**config.mk**
```make
export PLATFORM = sky130hd
export DESIGN_NAME = controller
export DESIGN_NICKNAME = d
export VERILOG_FILES = /design/src/verilog/controlPkg.sv /design/src/verilog/controller.sv /design/src/verilog/immDecoder.sv /design/src/verilog/mulExtDecoder.sv /design/src/verilog/specialDecoder.sv
export SDC_FILE = /design/constraint.sdc
export NUM_CORES = 1
export LEC_CHECK = 0
export ABC_AREA = 1
export BUFFER_PORTS_ARGS = -buffer_cell sky130_fd_sc_hd__buf_4
export CORE_ASPECT_RATIO = 1.4
export CORE_MARGIN = 1.5
export CORE_UTILIZATION = 45
export DETAILED_ROUTE_END_ITERATION = 8
export PLACE_DENSITY = 0.82
export SKIP_LAST_GASP = 1
export SLEW_MARGIN = 10
export SYNTH_ARGS = -nofsm -noshare
export SYNTH_HDL_FRONTEND = slang
export SYNTH_SLANG_ARGS = --single-unit
```
**constraint.sdc**
```tcl
create_clock -name clk -period 1.4 [get_ports clk]
set_input_delay 0.07 -clock clk [delete_from_list [all_inputs] [get_ports clk]]
set_output_delay 0.07 -clock clk [all_outputs]
set_load 0.01 [all_outputs]
```
**src/verilog/controlPkg.sv**
```systemverilog
package controlPkg;

    //////////////////////////////////////////////////////////////////////
    // instruction word layout
    //////////////////////////////////////////////////////////////////////

    parameter int INSTR_WIDTH = 32;

    // opcode, rs and rt sit above the immediate
    localparam int IMM_WIDTH = INSTR_WIDTH - 16;

    typedef logic [5:0] opcode_t;
    typedef logic [5:0] funct_t;
    typedef logic [4:0] regIdx_t;

    // register form
    typedef struct packed {
        opcode_t    opcode;
        regIdx_t    rs;
        regIdx_t    rt;
        regIdx_t    rd;
        logic [4:0] shamt;
        funct_t     funct;
    } rFields_t;

    // immediate form
    typedef struct packed {
        opcode_t                opcode;
        regIdx_t                rs;
        regIdx_t                rt;
        logic [IMM_WIDTH-1:0]   imm;
    } iFields_t;

    // same 32 bits, two field views
    typedef union packed {
        rFields_t r;
        iFields_t i;
    } instrWord_t;

    //////////////////////////////////////////////////////////////////////
    // major opcodes
    //////////////////////////////////////////////////////////////////////

    localparam opcode_t OP_SPECIAL  = 6'b000000;
    localparam opcode_t OP_SPECIAL2 = 6'b011100;
    localparam opcode_t OP_SPECIAL3 = 6'b011111;
    localparam opcode_t OP_ADDI     = 6'b001000;
    localparam opcode_t OP_ADDIU    = 6'b001001;
    localparam opcode_t OP_SLTI     = 6'b001010;
    localparam opcode_t OP_SLTIU    = 6'b001011;
    localparam opcode_t OP_ANDI     = 6'b001100;
    localparam opcode_t OP_ORI      = 6'b001101;
    localparam opcode_t OP_XORI     = 6'b001110;

    // special class, by funct
    localparam funct_t FN_SLL   = 6'b000000;
    localparam funct_t FN_SRL   = 6'b000010;
    localparam funct_t FN_SRA   = 6'b000011;
    localparam funct_t FN_SLLV  = 6'b000100;
    localparam funct_t FN_SRLV  = 6'b000110;
    localparam funct_t FN_SRAV  = 6'b000111;
    localparam funct_t FN_MOVZ  = 6'b001010;
    localparam funct_t FN_MOVN  = 6'b001011;
    localparam funct_t FN_MFHI  = 6'b010000;
    localparam funct_t FN_MTHI  = 6'b010001;
    localparam funct_t FN_MFLO  = 6'b010010;
    localparam funct_t FN_MTLO  = 6'b010011;
    localparam funct_t FN_MULT  = 6'b011000;
    localparam funct_t FN_MULTU = 6'b011001;
    localparam funct_t FN_ADD   = 6'b100000;
    localparam funct_t FN_ADDU  = 6'b100001;
    localparam funct_t FN_SUB   = 6'b100010;
    localparam funct_t FN_AND   = 6'b100100;
    localparam funct_t FN_OR    = 6'b100101;
    localparam funct_t FN_XOR   = 6'b100110;
    localparam funct_t FN_NOR   = 6'b100111;
    localparam funct_t FN_SLT   = 6'b101010;
    localparam funct_t FN_SLTU  = 6'b101011;

    // special2 class
    localparam funct_t FN_MADD  = 6'b000000;
    localparam funct_t FN_MUL   = 6'b000010;
    localparam funct_t FN_MSUB  = 6'b000100;

    //////////////////////////////////////////////////////////////////////
    // alu operations and control word
    //////////////////////////////////////////////////////////////////////

    typedef enum logic [5:0] {
        ALU_ADD   = 6'b000000,
        ALU_SUB   = 6'b000001,
        ALU_MUL   = 6'b000010,
        ALU_MULT  = 6'b000011,
        ALU_MADD  = 6'b000100,
        ALU_MSUB  = 6'b000101,
        ALU_AND   = 6'b001111,
        ALU_OR    = 6'b010000,
        ALU_NOR   = 6'b010001,
        ALU_XOR   = 6'b010010,
        ALU_SEH   = 6'b010011,
        ALU_SLL   = 6'b010100,
        ALU_SRL   = 6'b010101,
        ALU_MOVN  = 6'b010110,
        ALU_MOVZ  = 6'b010111,
        ALU_ROTR  = 6'b011000,
        ALU_SRA   = 6'b011001,
        ALU_SEB   = 6'b011010,
        ALU_SLT   = 6'b011011,
        ALU_MTHI  = 6'b011100,
        ALU_MTLO  = 6'b011101,
        ALU_MFHI  = 6'b011110,
        ALU_MFLO  = 6'b011111,
        ALU_ADDU  = 6'b100000,
        ALU_MULTU = 6'b100001,
        ALU_SLTU  = 6'b100010
    } aluOp_t;

    // 11 bits, msb first
    typedef struct packed {
        logic   aluSrc;     // immediate as operand b
        logic   regDst;     // write rd, not rt
        logic   regWrite;
        logic   aluSft;     // shift amount from shamt
        logic   zeroSrc;    // zero-extend the immediate
        aluOp_t aluOp;
    } ctrl_t;

endpackage
```
**src/verilog/controller.sv**
```systemverilog
module controller (
    input  logic                   clk,
    input  logic                   rst,
    input  controlPkg::instrWord_t instr,
    output controlPkg::ctrl_t      ctrl,
    output logic                   illegal
);
    import controlPkg::*;

    ctrl_t specCtrl;
    ctrl_t mulCtrl;
    ctrl_t immCtrl;
    ctrl_t nextCtrl;
    logic  specValid;
    logic  mulValid;
    logic  immValid;
    logic  nextIllegal;

    //////////////////////////////////////////////////////////////////////
    // class decoders
    //////////////////////////////////////////////////////////////////////

    specialDecoder uSpecial (
        .instr (instr),
        .ctrl  (specCtrl),
        .valid (specValid)
    );

    mulExtDecoder uMulExt (
        .instr (instr),
        .ctrl  (mulCtrl),
        .valid (mulValid)
    );

    immDecoder uImm (
        .instr (instr),
        .ctrl  (immCtrl),
        .valid (immValid)
    );

    // opcode classes are disjoint, so at most one hit
    always_comb begin
        case ({specValid, mulValid, immValid})
            3'b100:  nextCtrl = specCtrl;
            3'b010:  nextCtrl = mulCtrl;
            3'b001:  nextCtrl = immCtrl;
            default: nextCtrl = '0;
        endcase
    end

    // no class claimed the word
    assign nextIllegal = !(specValid || mulValid || immValid);

    //////////////////////////////////////////////////////////////////////
    // output stage, one cycle
    //////////////////////////////////////////////////////////////////////

    always_ff @(posedge clk) begin
        if (rst) begin
            ctrl    <= '0;
            illegal <= 1'b0;
        end else begin
            ctrl    <= nextCtrl;
            illegal <= nextIllegal;
        end
    end

    // decoders must never overlap
    assert property (@(posedge clk) $onehot0({specValid, mulValid, immValid}))
        else $error("controller: more than one class decoder valid");

endmodule

```
**src/verilog/immDecoder.sv**
```systemverilog
module immDecoder (
    input  controlPkg::instrWord_t instr,
    output controlPkg::ctrl_t      ctrl,
    output logic                   valid
);
    import controlPkg::*;

    logic   hit;
    logic   zeroExt;
    aluOp_t op;

    // opcode alone selects; rs, rt, imm go to the datapath
    always_comb begin
        hit     = 1'b1;
        zeroExt = 1'b1;
        op      = ALU_ADD;
        case (instr.i.opcode)
            OP_ADDI: begin
                op      = ALU_ADD;
                zeroExt = 1'b0;
            end
            OP_ADDIU: op = ALU_ADDU;
            OP_SLTI: begin
                op      = ALU_SLT;
                zeroExt = 1'b0;
            end
            OP_SLTIU: op = ALU_SLTU;
            // logic ops take the immediate unsigned
            OP_ANDI: op = ALU_AND;
            OP_ORI:  op = ALU_OR;
            OP_XORI: op = ALU_XOR;
            default: begin
                hit     = 1'b0;
                zeroExt = 1'b0;
            end
        endcase
    end

    assign valid = hit;

    // result always goes to rt
    always_comb begin
        ctrl = '0;
        if (valid) begin
            ctrl.aluSrc   = 1'b1;
            ctrl.regDst   = 1'b0;
            ctrl.regWrite = 1'b1;
            ctrl.aluSft   = 1'b0;
            ctrl.zeroSrc  = zeroExt;
            ctrl.aluOp    = op;
        end
    end

endmodule

```
**src/verilog/mulExtDecoder.sv**
```systemverilog
module mulExtDecoder (
    input  controlPkg::instrWord_t instr,
    output controlPkg::ctrl_t      ctrl,
    output logic                   valid
);
    import controlPkg::*;

    logic [INSTR_WIDTH-1:0] rawWord;
    logic                   isSpecial2;
    logic                   isSpecial3;
    logic                   hit;
    logic                   writes;
    aluOp_t                 op;

    assign rawWord    = instr;
    assign isSpecial2 = (instr.r.opcode == OP_SPECIAL2);
    assign isSpecial3 = (instr.r.opcode == OP_SPECIAL3);

    always_comb begin
        hit    = 1'b0;
        writes = 1'b0;
        op     = ALU_ADD;
        if (isSpecial2) begin
            // mul writes rd, madd/msub accumulate into hi/lo
            case (instr.r.funct)
                FN_MUL: begin
                    hit    = 1'b1;
                    writes = 1'b1;
                    op     = ALU_MUL;
                end
                FN_MADD: begin
                    hit = 1'b1;
                    op  = ALU_MADD;
                end
                FN_MSUB: begin
                    hit = 1'b1;
                    op  = ALU_MSUB;
                end
                default: hit = 1'b0;
            endcase
        end else if (isSpecial3) begin
            // bit 9 picks halfword over byte
            hit    = 1'b1;
            writes = 1'b1;
            op     = rawWord[9] ? ALU_SEH : ALU_SEB;
        end
    end

    assign valid = hit;

    always_comb begin
        ctrl = '0;
        if (valid) begin
            ctrl.regDst   = writes;
            ctrl.regWrite = writes;
            ctrl.aluOp    = op;
        end
    end

endmodule

```
**src/verilog/specialDecoder.sv**
```systemverilog
module specialDecoder (
    input  controlPkg::instrWord_t instr,
    output controlPkg::ctrl_t      ctrl,
    output logic                   valid
);
    import controlPkg::*;

    logic [INSTR_WIDTH-1:0] rawWord;
    logic                   isSpecial;
    logic                   isNop;
    logic                   hit;
    logic                   writes;
    logic                   shiftImm;
    aluOp_t                 op;

    // flat view for the single-bit selects
    assign rawWord   = instr;
    assign isSpecial = (instr.r.opcode == OP_SPECIAL);
    assign isNop     = (rawWord == '0);

    //////////////////////////////////////////////////////////////////////
    // funct table
    //////////////////////////////////////////////////////////////////////

    always_comb begin
        hit      = 1'b1;
        writes   = 1'b1;
        shiftImm = 1'b0;
        op       = ALU_ADD;
        case (instr.r.funct)
            // shifts by shamt
            FN_SLL: begin
                op       = ALU_SLL;
                shiftImm = 1'b1;
            end
            FN_SRL: begin
                // bit 21 turns srl into rotr
                op       = rawWord[21] ? ALU_ROTR : ALU_SRL;
                shiftImm = 1'b1;
            end
            FN_SRA: begin
                op       = ALU_SRA;
                shiftImm = 1'b1;
            end
            // shifts by rs
            FN_SLLV: op = ALU_SLL;
            FN_SRLV: op = rawWord[6] ? ALU_ROTR : ALU_SRL;
            FN_SRAV: op = ALU_SRA;
            // arithmetic and logic
            FN_ADD:  op = ALU_ADD;
            FN_ADDU: op = ALU_ADDU;
            FN_SUB:  op = ALU_SUB;
            FN_AND:  op = ALU_AND;
            FN_OR:   op = ALU_OR;
            FN_XOR:  op = ALU_XOR;
            FN_NOR:  op = ALU_NOR;
            FN_SLT:  op = ALU_SLT;
            FN_SLTU: op = ALU_SLTU;
            // conditional moves
            FN_MOVN: op = ALU_MOVN;
            FN_MOVZ: op = ALU_MOVZ;
            // hi/lo reads land in rd
            FN_MFHI: op = ALU_MFHI;
            FN_MFLO: op = ALU_MFLO;
            // these only touch hi/lo
            FN_MULT: begin
                op     = ALU_MULT;
                writes = 1'b0;
            end
            FN_MULTU: begin
                op     = ALU_MULTU;
                writes = 1'b0;
            end
            FN_MTHI: begin
                op     = ALU_MTHI;
                writes = 1'b0;
            end
            FN_MTLO: begin
                op     = ALU_MTLO;
                writes = 1'b0;
            end
            default: begin
                hit    = 1'b0;
                writes = 1'b0;
            end
        endcase
        // all-zero word decodes as sll; force the nop result
        if (isNop) begin
            writes   = 1'b0;
            shiftImm = 1'b0;
            op       = ALU_ADD;
        end
    end

    assign valid = isSpecial && hit;

    // register operands only, so aluSrc and zeroSrc stay low
    always_comb begin
        ctrl = '0;
        if (valid) begin
            ctrl.regDst   = writes;
            ctrl.regWrite = writes;
            ctrl.aluSft   = shiftImm;
            ctrl.aluOp    = op;
        end
    end

endmodule

```
==> out/qor.csv, run 1 <==
metric,value,unit
status,"complete, no violations",
syn_avg_cell_area,6.24,um^2
crit_path_start_kind,input pin,
pre_cts_ws,-0.0267,ns
min_period,1.18,ns
ys_seq_elements,12,
drive_gt1_frac,0.383,
yosysTopAreaCell,dfxtp_1,
slew_violations,0,
synth.area.mux_share,0,
dp_hpwl,2680,um
core,2390,um^2
synth_compound_gate_area_share,0.114,
wirelength,3090,um
clock_sinks,12,
die_y,62.6,um
synth.top_cell.area_share,0.210,
cts_setup_buffers,0,
clk_pin_slew_worst_paths,0.06,ns
antenna_found_initial,0,
hold_path_class,in -> reg,
synth_most_common_cell,nor2_1,
crit_arrival,1.34,ns
fin_crit_sh,0.843,
syn_inst,183,
drtPass1Iterations,4,
async_flop_share,0,
tightest_slew,0.285,ns
hold_violations,0,
worstHoldPathCells,2,
row_count,21,
area_delta_synth_final,43.5,%
place_area,1620,um^2
fmax,847,MHz
ys_types,28,
numCtsBuffers,3,
grt_pass1_vias,1241,
port_buffers,45,
synth-edff-count,0,
root_buffer,clkbuf_4,
worst_slack,0.220,ns
cp_data_required_time,1.56,ns
ctsHoldBuffers,0,
vias,1429,
track_usage,0.223,
synthTopCellsByCount,"36 x nor2_1, 30 x nand3_1, 24 x nand2_1, 14 x inv_1",
vias_per_cell,5.16,
finalInstanceArea,1640,um^2
synth_area_leaders,"dfxtp_1 21%, nand3_1 13%, nor2_1 12%",
post_cts_resize_count,0,
synth_top_family_by_area,simple AND/OR/NAND/NOR gates,
initial_utilization,0.478,
ys_seq_area_frac,0.210,
nFillCells,225,
grt_max_degree,13,
n_antenna_cell,0,
synth_ff_type,dfxtp_1,
cts_tree,built,
slew-limit-headroom,0.810,
drtIter0Drc,41,
grt_pass1_wl,4930,um
yosys.area_share.simple,0.597,
drc,0,
syn_nets,217,
synthesis.area,1140,um^2
p_leak,0.814,nW
worstHoldStart,rst,
yosys_warnings,0,
ir_worst_vdd,0.377,mV
rsz0062_at_grt,false,
setup_viol,0,
htree_num_levels,1,
path_max_fanout,8,
multi_input_area,812,um^2
postRouteAntennaNets,0,
fp.dieArea,2850,um^2
cts_buffer_depth,2,
path_class,in -> reg,
hold_path_end,ctrl[4],
nets,279,
synth_xor_xnor_area_share,0,
max_cap_violations,0,
endpoint_kind,register,
register_area,240,um^2
die_w,45.6,um
cellPowerDensity,513,nW/um^2
yosys.area_share.adder,0,
grt_overflow,0,
gp_congestion,1.01,
io_pins,46,
routedWlPerCell,11.1,um
## worst max-delay path by stage
stage                   from       to  slack, ns  depth (start not counted)
floorplan           instr[1]  ctrl[9]       0.19                         11
finish              instr[5]  ctrl[9]       0.22                         11
global route        instr[5]  ctrl[9]       0.12                         11
global placement    instr[5]  ctrl[9]      -0.02                         11
CTS                 instr[5]  ctrl[9]       0.25                         11
detailed placement  instr[5]  ctrl[9]      -0.03                         11
## metrics by stage
stage	instances	hold slack [ns]	power (mW)	setup TNS [ns]	utilization
finish	277	0.0603	0.841	0	0.686
global placement	274	0.338	0.648	-0.0567	0.676
global route	277	0.0711	0.884	0	0.686
detailed placement	274	0.339	0.650	-0.0529	0.676
floorplan	183	0.139	0.505	0	-
CTS	277	0.0575	0.845	0	0.686
## state kept, by name (all words and copies together) (netlist names)
register,flops
ctrl,11
illegal,1
## placed cells by master (no fill, tap or decap), types with 2 or more instances in the layout
| master | n |
|---|---|
| nand3_2 | 8 |
| o211ai_1 | 2 |
| inv_1 | 14 |
| dfxtp_1 | 12 |
| nand4_1 | 4 |
| nand2_1 | 24 |
| nor2_4 | 8 |
| nor2_1 | 36 |
| nand3_1 | 30 |
| nor2_2 | 3 |
| a21oi_1 | 12 |
| clkbuf_4 | 3 |
| buf_4 | 59 |
| inv_2 | 6 |
| a31oi_1 | 2 |
| o21ai_0 | 4 |
| nor3_1 | 5 |
## logic make-up (layout without fill, tap and decap cells)
logic type / Yosys count / in the layout
compound gates: 23 / 23
buf+inv: 23 / 83
flops: 12 / 12
simple gates: 125 / 125
## critical path, stage by stage
cell	delay, ns
buf_4	0.14
nor2_4	0.22
inv_1	0.12
nor3_1	0.21
nand3_1	0.10
nor2_1	0.13
inv_1	0.07
nand2_1	0.12
nor2_4	0.04
nor2_1	0.08
nor2_1	0.04
## routing by layer
metal	vias up	part of all wire	track usage
li1	737	-	-
met1	626	0.38	0.250
met2	56	0.55	0.407
met3	10	0.046	0.0116
met4	0	0.024	0.0882
met5	-	0	0
## layout make-up
cell class,count,share of cell area
clock buffers,3,0.0137
well taps,34,0.0260
flip-flops and latches,12,0.147
multi-input cells,148,0.495
inverters,21,0.0481
repair buffers,59,0.270
## where the power goes
group | leakage, nW | total, mW | switching, mW | internal (mW)
Clock | 0.0138 | 0.198 | 0.0982 | 0.0994
Combinational | 0.703 | 0.292 | 0.160 | 0.132
Sequential | 0.0974 | 0.352 | 0.00194 | 0.350
No activity file was read; power rests on OpenSTA's default activity.
==> run 2: changes to the inputs <==
==> constraint.sdc (replaced) <==
create_clock -name clk -period 1.2 [get_ports clk]
set_input_delay 0.06 -clock clk [delete_from_list [all_inputs] [get_ports clk]]
set_output_delay 0.06 -clock clk [all_outputs]
set_load 0.01 [all_outputs]
==> run 2 against run 1 <==
  * Worst setup slack worse by 0.097 ns
  * Highest routed layer unchanged
  * Critical path type unchanged
  * Flip-flop and latch count unchanged
  * Worst hold slack worse by 0.024 ns
  * Via count up 11%
  * Combinational power up 41%
==> out/qor.csv, run 2 (same netlist as run 1, synthesis figures left out) <==
metric,value,unit
drive_gt1_frac,0.464,
slew-limit-headroom,0.819,
cts_tree,built,
final_common_cell,buf_4,
die_w,45.6,um
endpoint_kind,register,
pre_cts_ws,-0.390,ns
min_period,1.08,ns
p_comb_frac,0.362,
drc,0,
crit_path_start_kind,input pin,
cellPowerDensity,600,nW/um^2
tns,0,ns
io_pins,46,
layout_common_cells,"88 x buf_4, 34 x nor2_1, 30 x nand3_1, 24 x nand2_1, 14 x inv_1",
grt_overflow,0,
dp_hpwl,2970,um
initial_utilization,0.478,
rsz0062_at_grt,false,
crit_family,simple AND/OR/NAND/NOR gates,
sequentialPowerShare,0.359,
dp_cells,300,
fp.dieArea,2850,um^2
port_buffers,45,
top_regs,"ctrl: 11 flops, illegal: 1 flops",
p_leak,0.971,nW
core,2390,um^2
row_count,21,
numCtsBuffers,3,
critPathSlowestCell,nor2_1,
routedWlPerCell,11.8,um
nets,309,
wirelength,3620,um
grt_pass1_vias,1409,
multi_input_area,827,um^2
area_delta_synth_final,66.8,%
drtPass1Iterations,4,
final_core_util,0.797,
max_cap_violations,0,
die_y,62.6,um
worst_slack,0.123,ns
clock_sinks,12,
htree_num_levels,1,
slew_violations,0,
largest_register,ctrl,
cts_buffer_depth,2,
antenna_found_initial,0,
fmax,929,MHz
path_max_fanout,3,
largest_reg_flops,11,
critical_path.most_common_cell,nor2_1,
tightest_slew,0.270,ns
hold_violations,0,
postRouteAntennaNets,0,
status,"complete, no violations",
path_cells,buf_4 -> nor2_1 -> nand2_1 -> nor2_1 -> nand3_1 -> nand2_1 -> nor3_1 -> buf_4 -> nand2_1 -> nor2_1 -> nor2_1,
path_class,in -> reg,
cp_data_required_time,1.41,ns
grt_max_degree,13,
p_int,799,uW
track_usage,0.259,
setup_viol,0,
instances_no_fill,308,
critPathBufInv,2,
drtIter0Drc,28,
fin_crit_sh,0.897,
n_antenna_cell,0,
vias,1583,
nFillCells,186,
p_sw_frac,0.301,
clkPwrFrac,0.280,
clk_pin_slew_worst_paths,0.07,ns
cpPeakStageDelay,0.19,ns
hold_path_class,in -> reg,
register_area,240,um^2
vias_per_cell,5.14,
gp_congestion,0.940,
root_buffer,clkbuf_4,
switchingPower,344,uW
ir_worst_vdd,0.410,mV
grt_pass1_wl,5680,um
crit_arrival,1.29,ns
run 2: stage by stage:
step | hold slack (ns) | area, um^2 | power, mW
after global routing | 0.0380 | 1910 | 1.20
after global placement | 0.323 | 1820 | 0.805
after CTS | 0.0294 | 1860 | 1.13
after detailed placement | 0.323 | 1820 | 0.811
after floorplan | 0.129 | 1150 | 0.591
final | 0.0361 | 1910 | 1.14
run 2: worst paths after layout:
check / start / end / slack (ns) / cells past startpoint
max: instr[31] / ctrl[8] / 0.12 / 11
min: rst / ctrl[1] / 0.04 / 2
run 2: layout make-up:
class	count	area share
Inverter	21	0.0414
Clock buffer	4	0.0190
Multi-Input combinational cell	148	0.434
Timing Repair Buffer	89	0.357
Sequential cell	12	0.126
Tap cell	34	0.0223
run 2: per-layer routing:
metal,track usage,up-vias,wire length (um),part of all wire
met4,0.129,0,125,0.035
met1,0.269,717,1320,0.36
met3,0.0289,15,155,0.043
li1,-,799,-,-
met2,0.472,52,2020,0.56
met5,0,-,0,0
run 2: timing repair:
action                     4_1_cts  5_1_grt
pin swaps                        0        2
hold buffers                     0        0
setup endpoints to repair        4        3
setup buffers                    0        4
resized for setup                1        1
run 2: power groups by stage:
stage	registers [mW]	clock network (mW)	logic (mW)
2_1_floorplan	0.425	0	0.166
3_3_place_gp	0.419	0	0.386
6_report	0.410	0.319	0.413
4_1_cts	0.410	0.324	0.395
5_1_grt	0.411	0.346	0.445
3_5_place_dp	0.420	0	0.392
==> run 3: changes to the inputs <==
--- a/config.mk
+++ b/config.mk
@@ -6,14 +6,15 @@
 export NUM_CORES = 1
 export LEC_CHECK = 0
 export ABC_AREA = 1
-export BUFFER_PORTS_ARGS = -buffer_cell sky130_fd_sc_hd__buf_4
 export CORE_ASPECT_RATIO = 1.4
 export CORE_MARGIN = 1.5
 export CORE_UTILIZATION = 45
 export DETAILED_ROUTE_END_ITERATION = 8
-export PLACE_DENSITY = 0.82
+export DONT_BUFFER_PORTS = 1
+export PLACE_DENSITY = 0.67
 export SKIP_LAST_GASP = 1
 export SLEW_MARGIN = 10
 export SYNTH_ARGS = -nofsm -noshare
 export SYNTH_HDL_FRONTEND = slang
+export SYNTH_HIERARCHICAL = 1
 export SYNTH_SLANG_ARGS = --single-unit
==> run 3 against run 2 <==
  * Global-route usage down 5.5 points
  * Worst setup slack lost 0.11 ns
  * First-iteration DRC count increased to 2.7 times the previous value
  * Fmax fell by 9.5%
  * Critical path depth up 3
  * Sequential share of layout area shrank 1.4 points
  * Worst hold slack better by 0.081 ns
  * Clock-buffer cell count down 1
==> out/qor.csv, run 3 <==
metric,value,unit
status,"complete, no violations",
min_period,1.19,ns
multi_input_area,1270,um^2
critPathBufInv,4,
synthesis.area,1660,um^2
layout_common_cells,"46 x nand2_1, 43 x buf_4, 37 x nor2_1, 35 x nand3_1, 34 x nand3_2",
cp_data_required_time,1.33,ns
grt_pass1_vias,1599,
path_cells,clkinvlp_4 -> nor2_4 -> nand3_2 -> o21ai_1 -> nor2_1 -> nand3_2 -> nand2_2 -> inv_4 -> nor2_4 -> buf_6 -> nand3_2 -> nand3_2 -> nand2_1 -> inv_1,
initial_utilization,0.482,
cpPeakStageDelay,0.23,ns
synth.top_cell.area_share,0.184,
root_buffer,clkbuf_8,
crit_family,simple AND/OR/NAND/NOR gates,
yosys_warnings,6,
hold_path_class,in -> reg,
timing.hold.ws,0.117,ns
crit_cells,14,
grt_pass1_wl,6420,um
top_regs,"ctrl: 11 flops, illegal: 1 flops",
die_y,74.8,um
synth_area_leaders,"nand3_1 18%, dfxtp_1 14%, nand2_1 11%",
drive_gt1_frac,0.366,
worstHoldPathCells,3,
syn_inst,288,
row_count,25,
die_w,54.3,um
ir_worst_vdd,0.608,mV
cellPowerDensity,488,nW/um^2
cts_buffer_depth,2,
fmax,840,MHz
ys_seq_area_frac,0.145,
nets,358,
synth-edff-count,0,
n_antenna_cell,0,
ys_types,28,
synth_ff_type,dfxtp_1,
clock_sinks,12,
syn_avg_cell_area,5.76,um^2
yosysTopAreaCell,nand3_1,
endpoint_kind,register,
critical_path.most_common_cell,nand3_2,
cts_tree,built,
crit_path_start_kind,input pin,
drc,0,
postRouteAntennaNets,0,
ys_seq_elements,12,
largest_reg_flops,11,
async_flop_share,0,
port_buffers,0,
synthTopCellsByCount,"61 x nand3_1, 47 x nand2_1, 41 x nor2_1, 36 x inv_1, 19 x buf_4",
slew_violations,0,
place_area,1870,um^2
path_max_fanout,6,
crit_arrival,1.32,ns
vias,1905,
htree_num_levels,1,
dp_hpwl,3270,um
setup_viol,0,
gp_congestion,0.882,
largest_register,ctrl,
track_usage,0.204,
power,1.05,mW
p_leak,1.17,nW
area_delta_synth_final,29.6,%
grt_overflow,0,
vias_per_cell,5.26,
hold_violations,0,
rsz0062_at_grt,true,
register_area,240,um^2
synth_most_common_cell,nand3_1,
clk_pin_slew_worst_paths,0.04,ns
core,3440,um^2
max_cap_violations,0,
antenna_found_initial,0,
nFillCells,335,
drtIter0Drc,75,
drtPass1Iterations,4,
grt_max_degree,15,
finalInstanceArea,2150,um^2
final_common_cell,nand2_1,
critPathSlowestCell,nor2_4,
fp.dieArea,4060,um^2
io_pins,46,
fin_crit_sh,0.992,
routedWlPerCell,11.8,um
path_class,in -> reg,
wirelength,4280,um
numCtsBuffers,3,
-- run 3: cell types whose count changed in the layout (fill, tap and decap cells not counted), moves of 5 or more --
cell     before  now
buf_4        88   43
nand3_2       8   34
nand2_1      24   46
inv_1        14   33
a21oi_1      12    1
nand4_1       4   15
conb_1        0    8
nor2_2        4   11
nand3_1      30   35
-- run 3: tightest hold or removal path, cell delays in order --
cell     delay (ns)
inv_1          0.12
nand2_1        0.09
inv_1          0.03
-- run 3: repair_timing --
item | CTS | global route
hold endpoints to repair | 1 | 0
setup endpoints to repair | 0 | 11
setup buffers | 0 | 8
gates resized for setup | 0 | 41
hold buffers | 1 | 0
-- run 3: layout make-up --
cell class              instances  share of cell area
repair buffers                 48               0.178
well taps                      40              0.0233
clock buffers                   3              0.0192
inverters                      42              0.0763
flip-flops and latches         12               0.112
multi-input cells             217               0.592
-- run 3: path summary, 6_finish.rpt --
path  startpoint  endpoint  slack (ns)
min          rst   ctrl[3]        0.12
max     instr[3]   ctrl[1]        0.01
-- run 3: power by group --
part / leakage [nW] / switching (mW) / internal, mW
combinational: 1.05 / 0.177 / 0.128
clock: 0.0216 / 0.115 / 0.218
sequential: 0.0971 / 0.00411 / 0.406
total: 1.17 / 0.297 / 0.752
-- run 3: per-layer routing --
metal	routed length, um	global-route usage	share of wire	vias up
met5	0	0	0	-
met4	89	0.0694	0.021	0
met3	153	0.00595	0.036	9
met2	2440	0.407	0.57	51
met1	1600	0.218	0.37	859
li1	-	-	-	986
-- run 3: logic make-up after synthesis --
logic type,count (synthesis),synth area share
simple gates,200,0.620
compound gates,8,0.0264
flops,12,0.145
other cells,3,0.00679
buf+inv,65,0.202
-- run 3: metrics by stage --
step / setup TNS (ns) / cells / setup slack (ns) / utilization
floorplan: -0.971 / 293 / -0.0974 / -
global placement: -1.75 / 350 / -0.192 / 0.543
detailed placement: -1.97 / 350 / -0.203 / 0.543
CTS: 0 / 354 / 0.0415 / 0.558
global route: -0.631 / 362 / -0.0808 / 0.624
finish: 0 / 362 / 0.0102 / 0.624
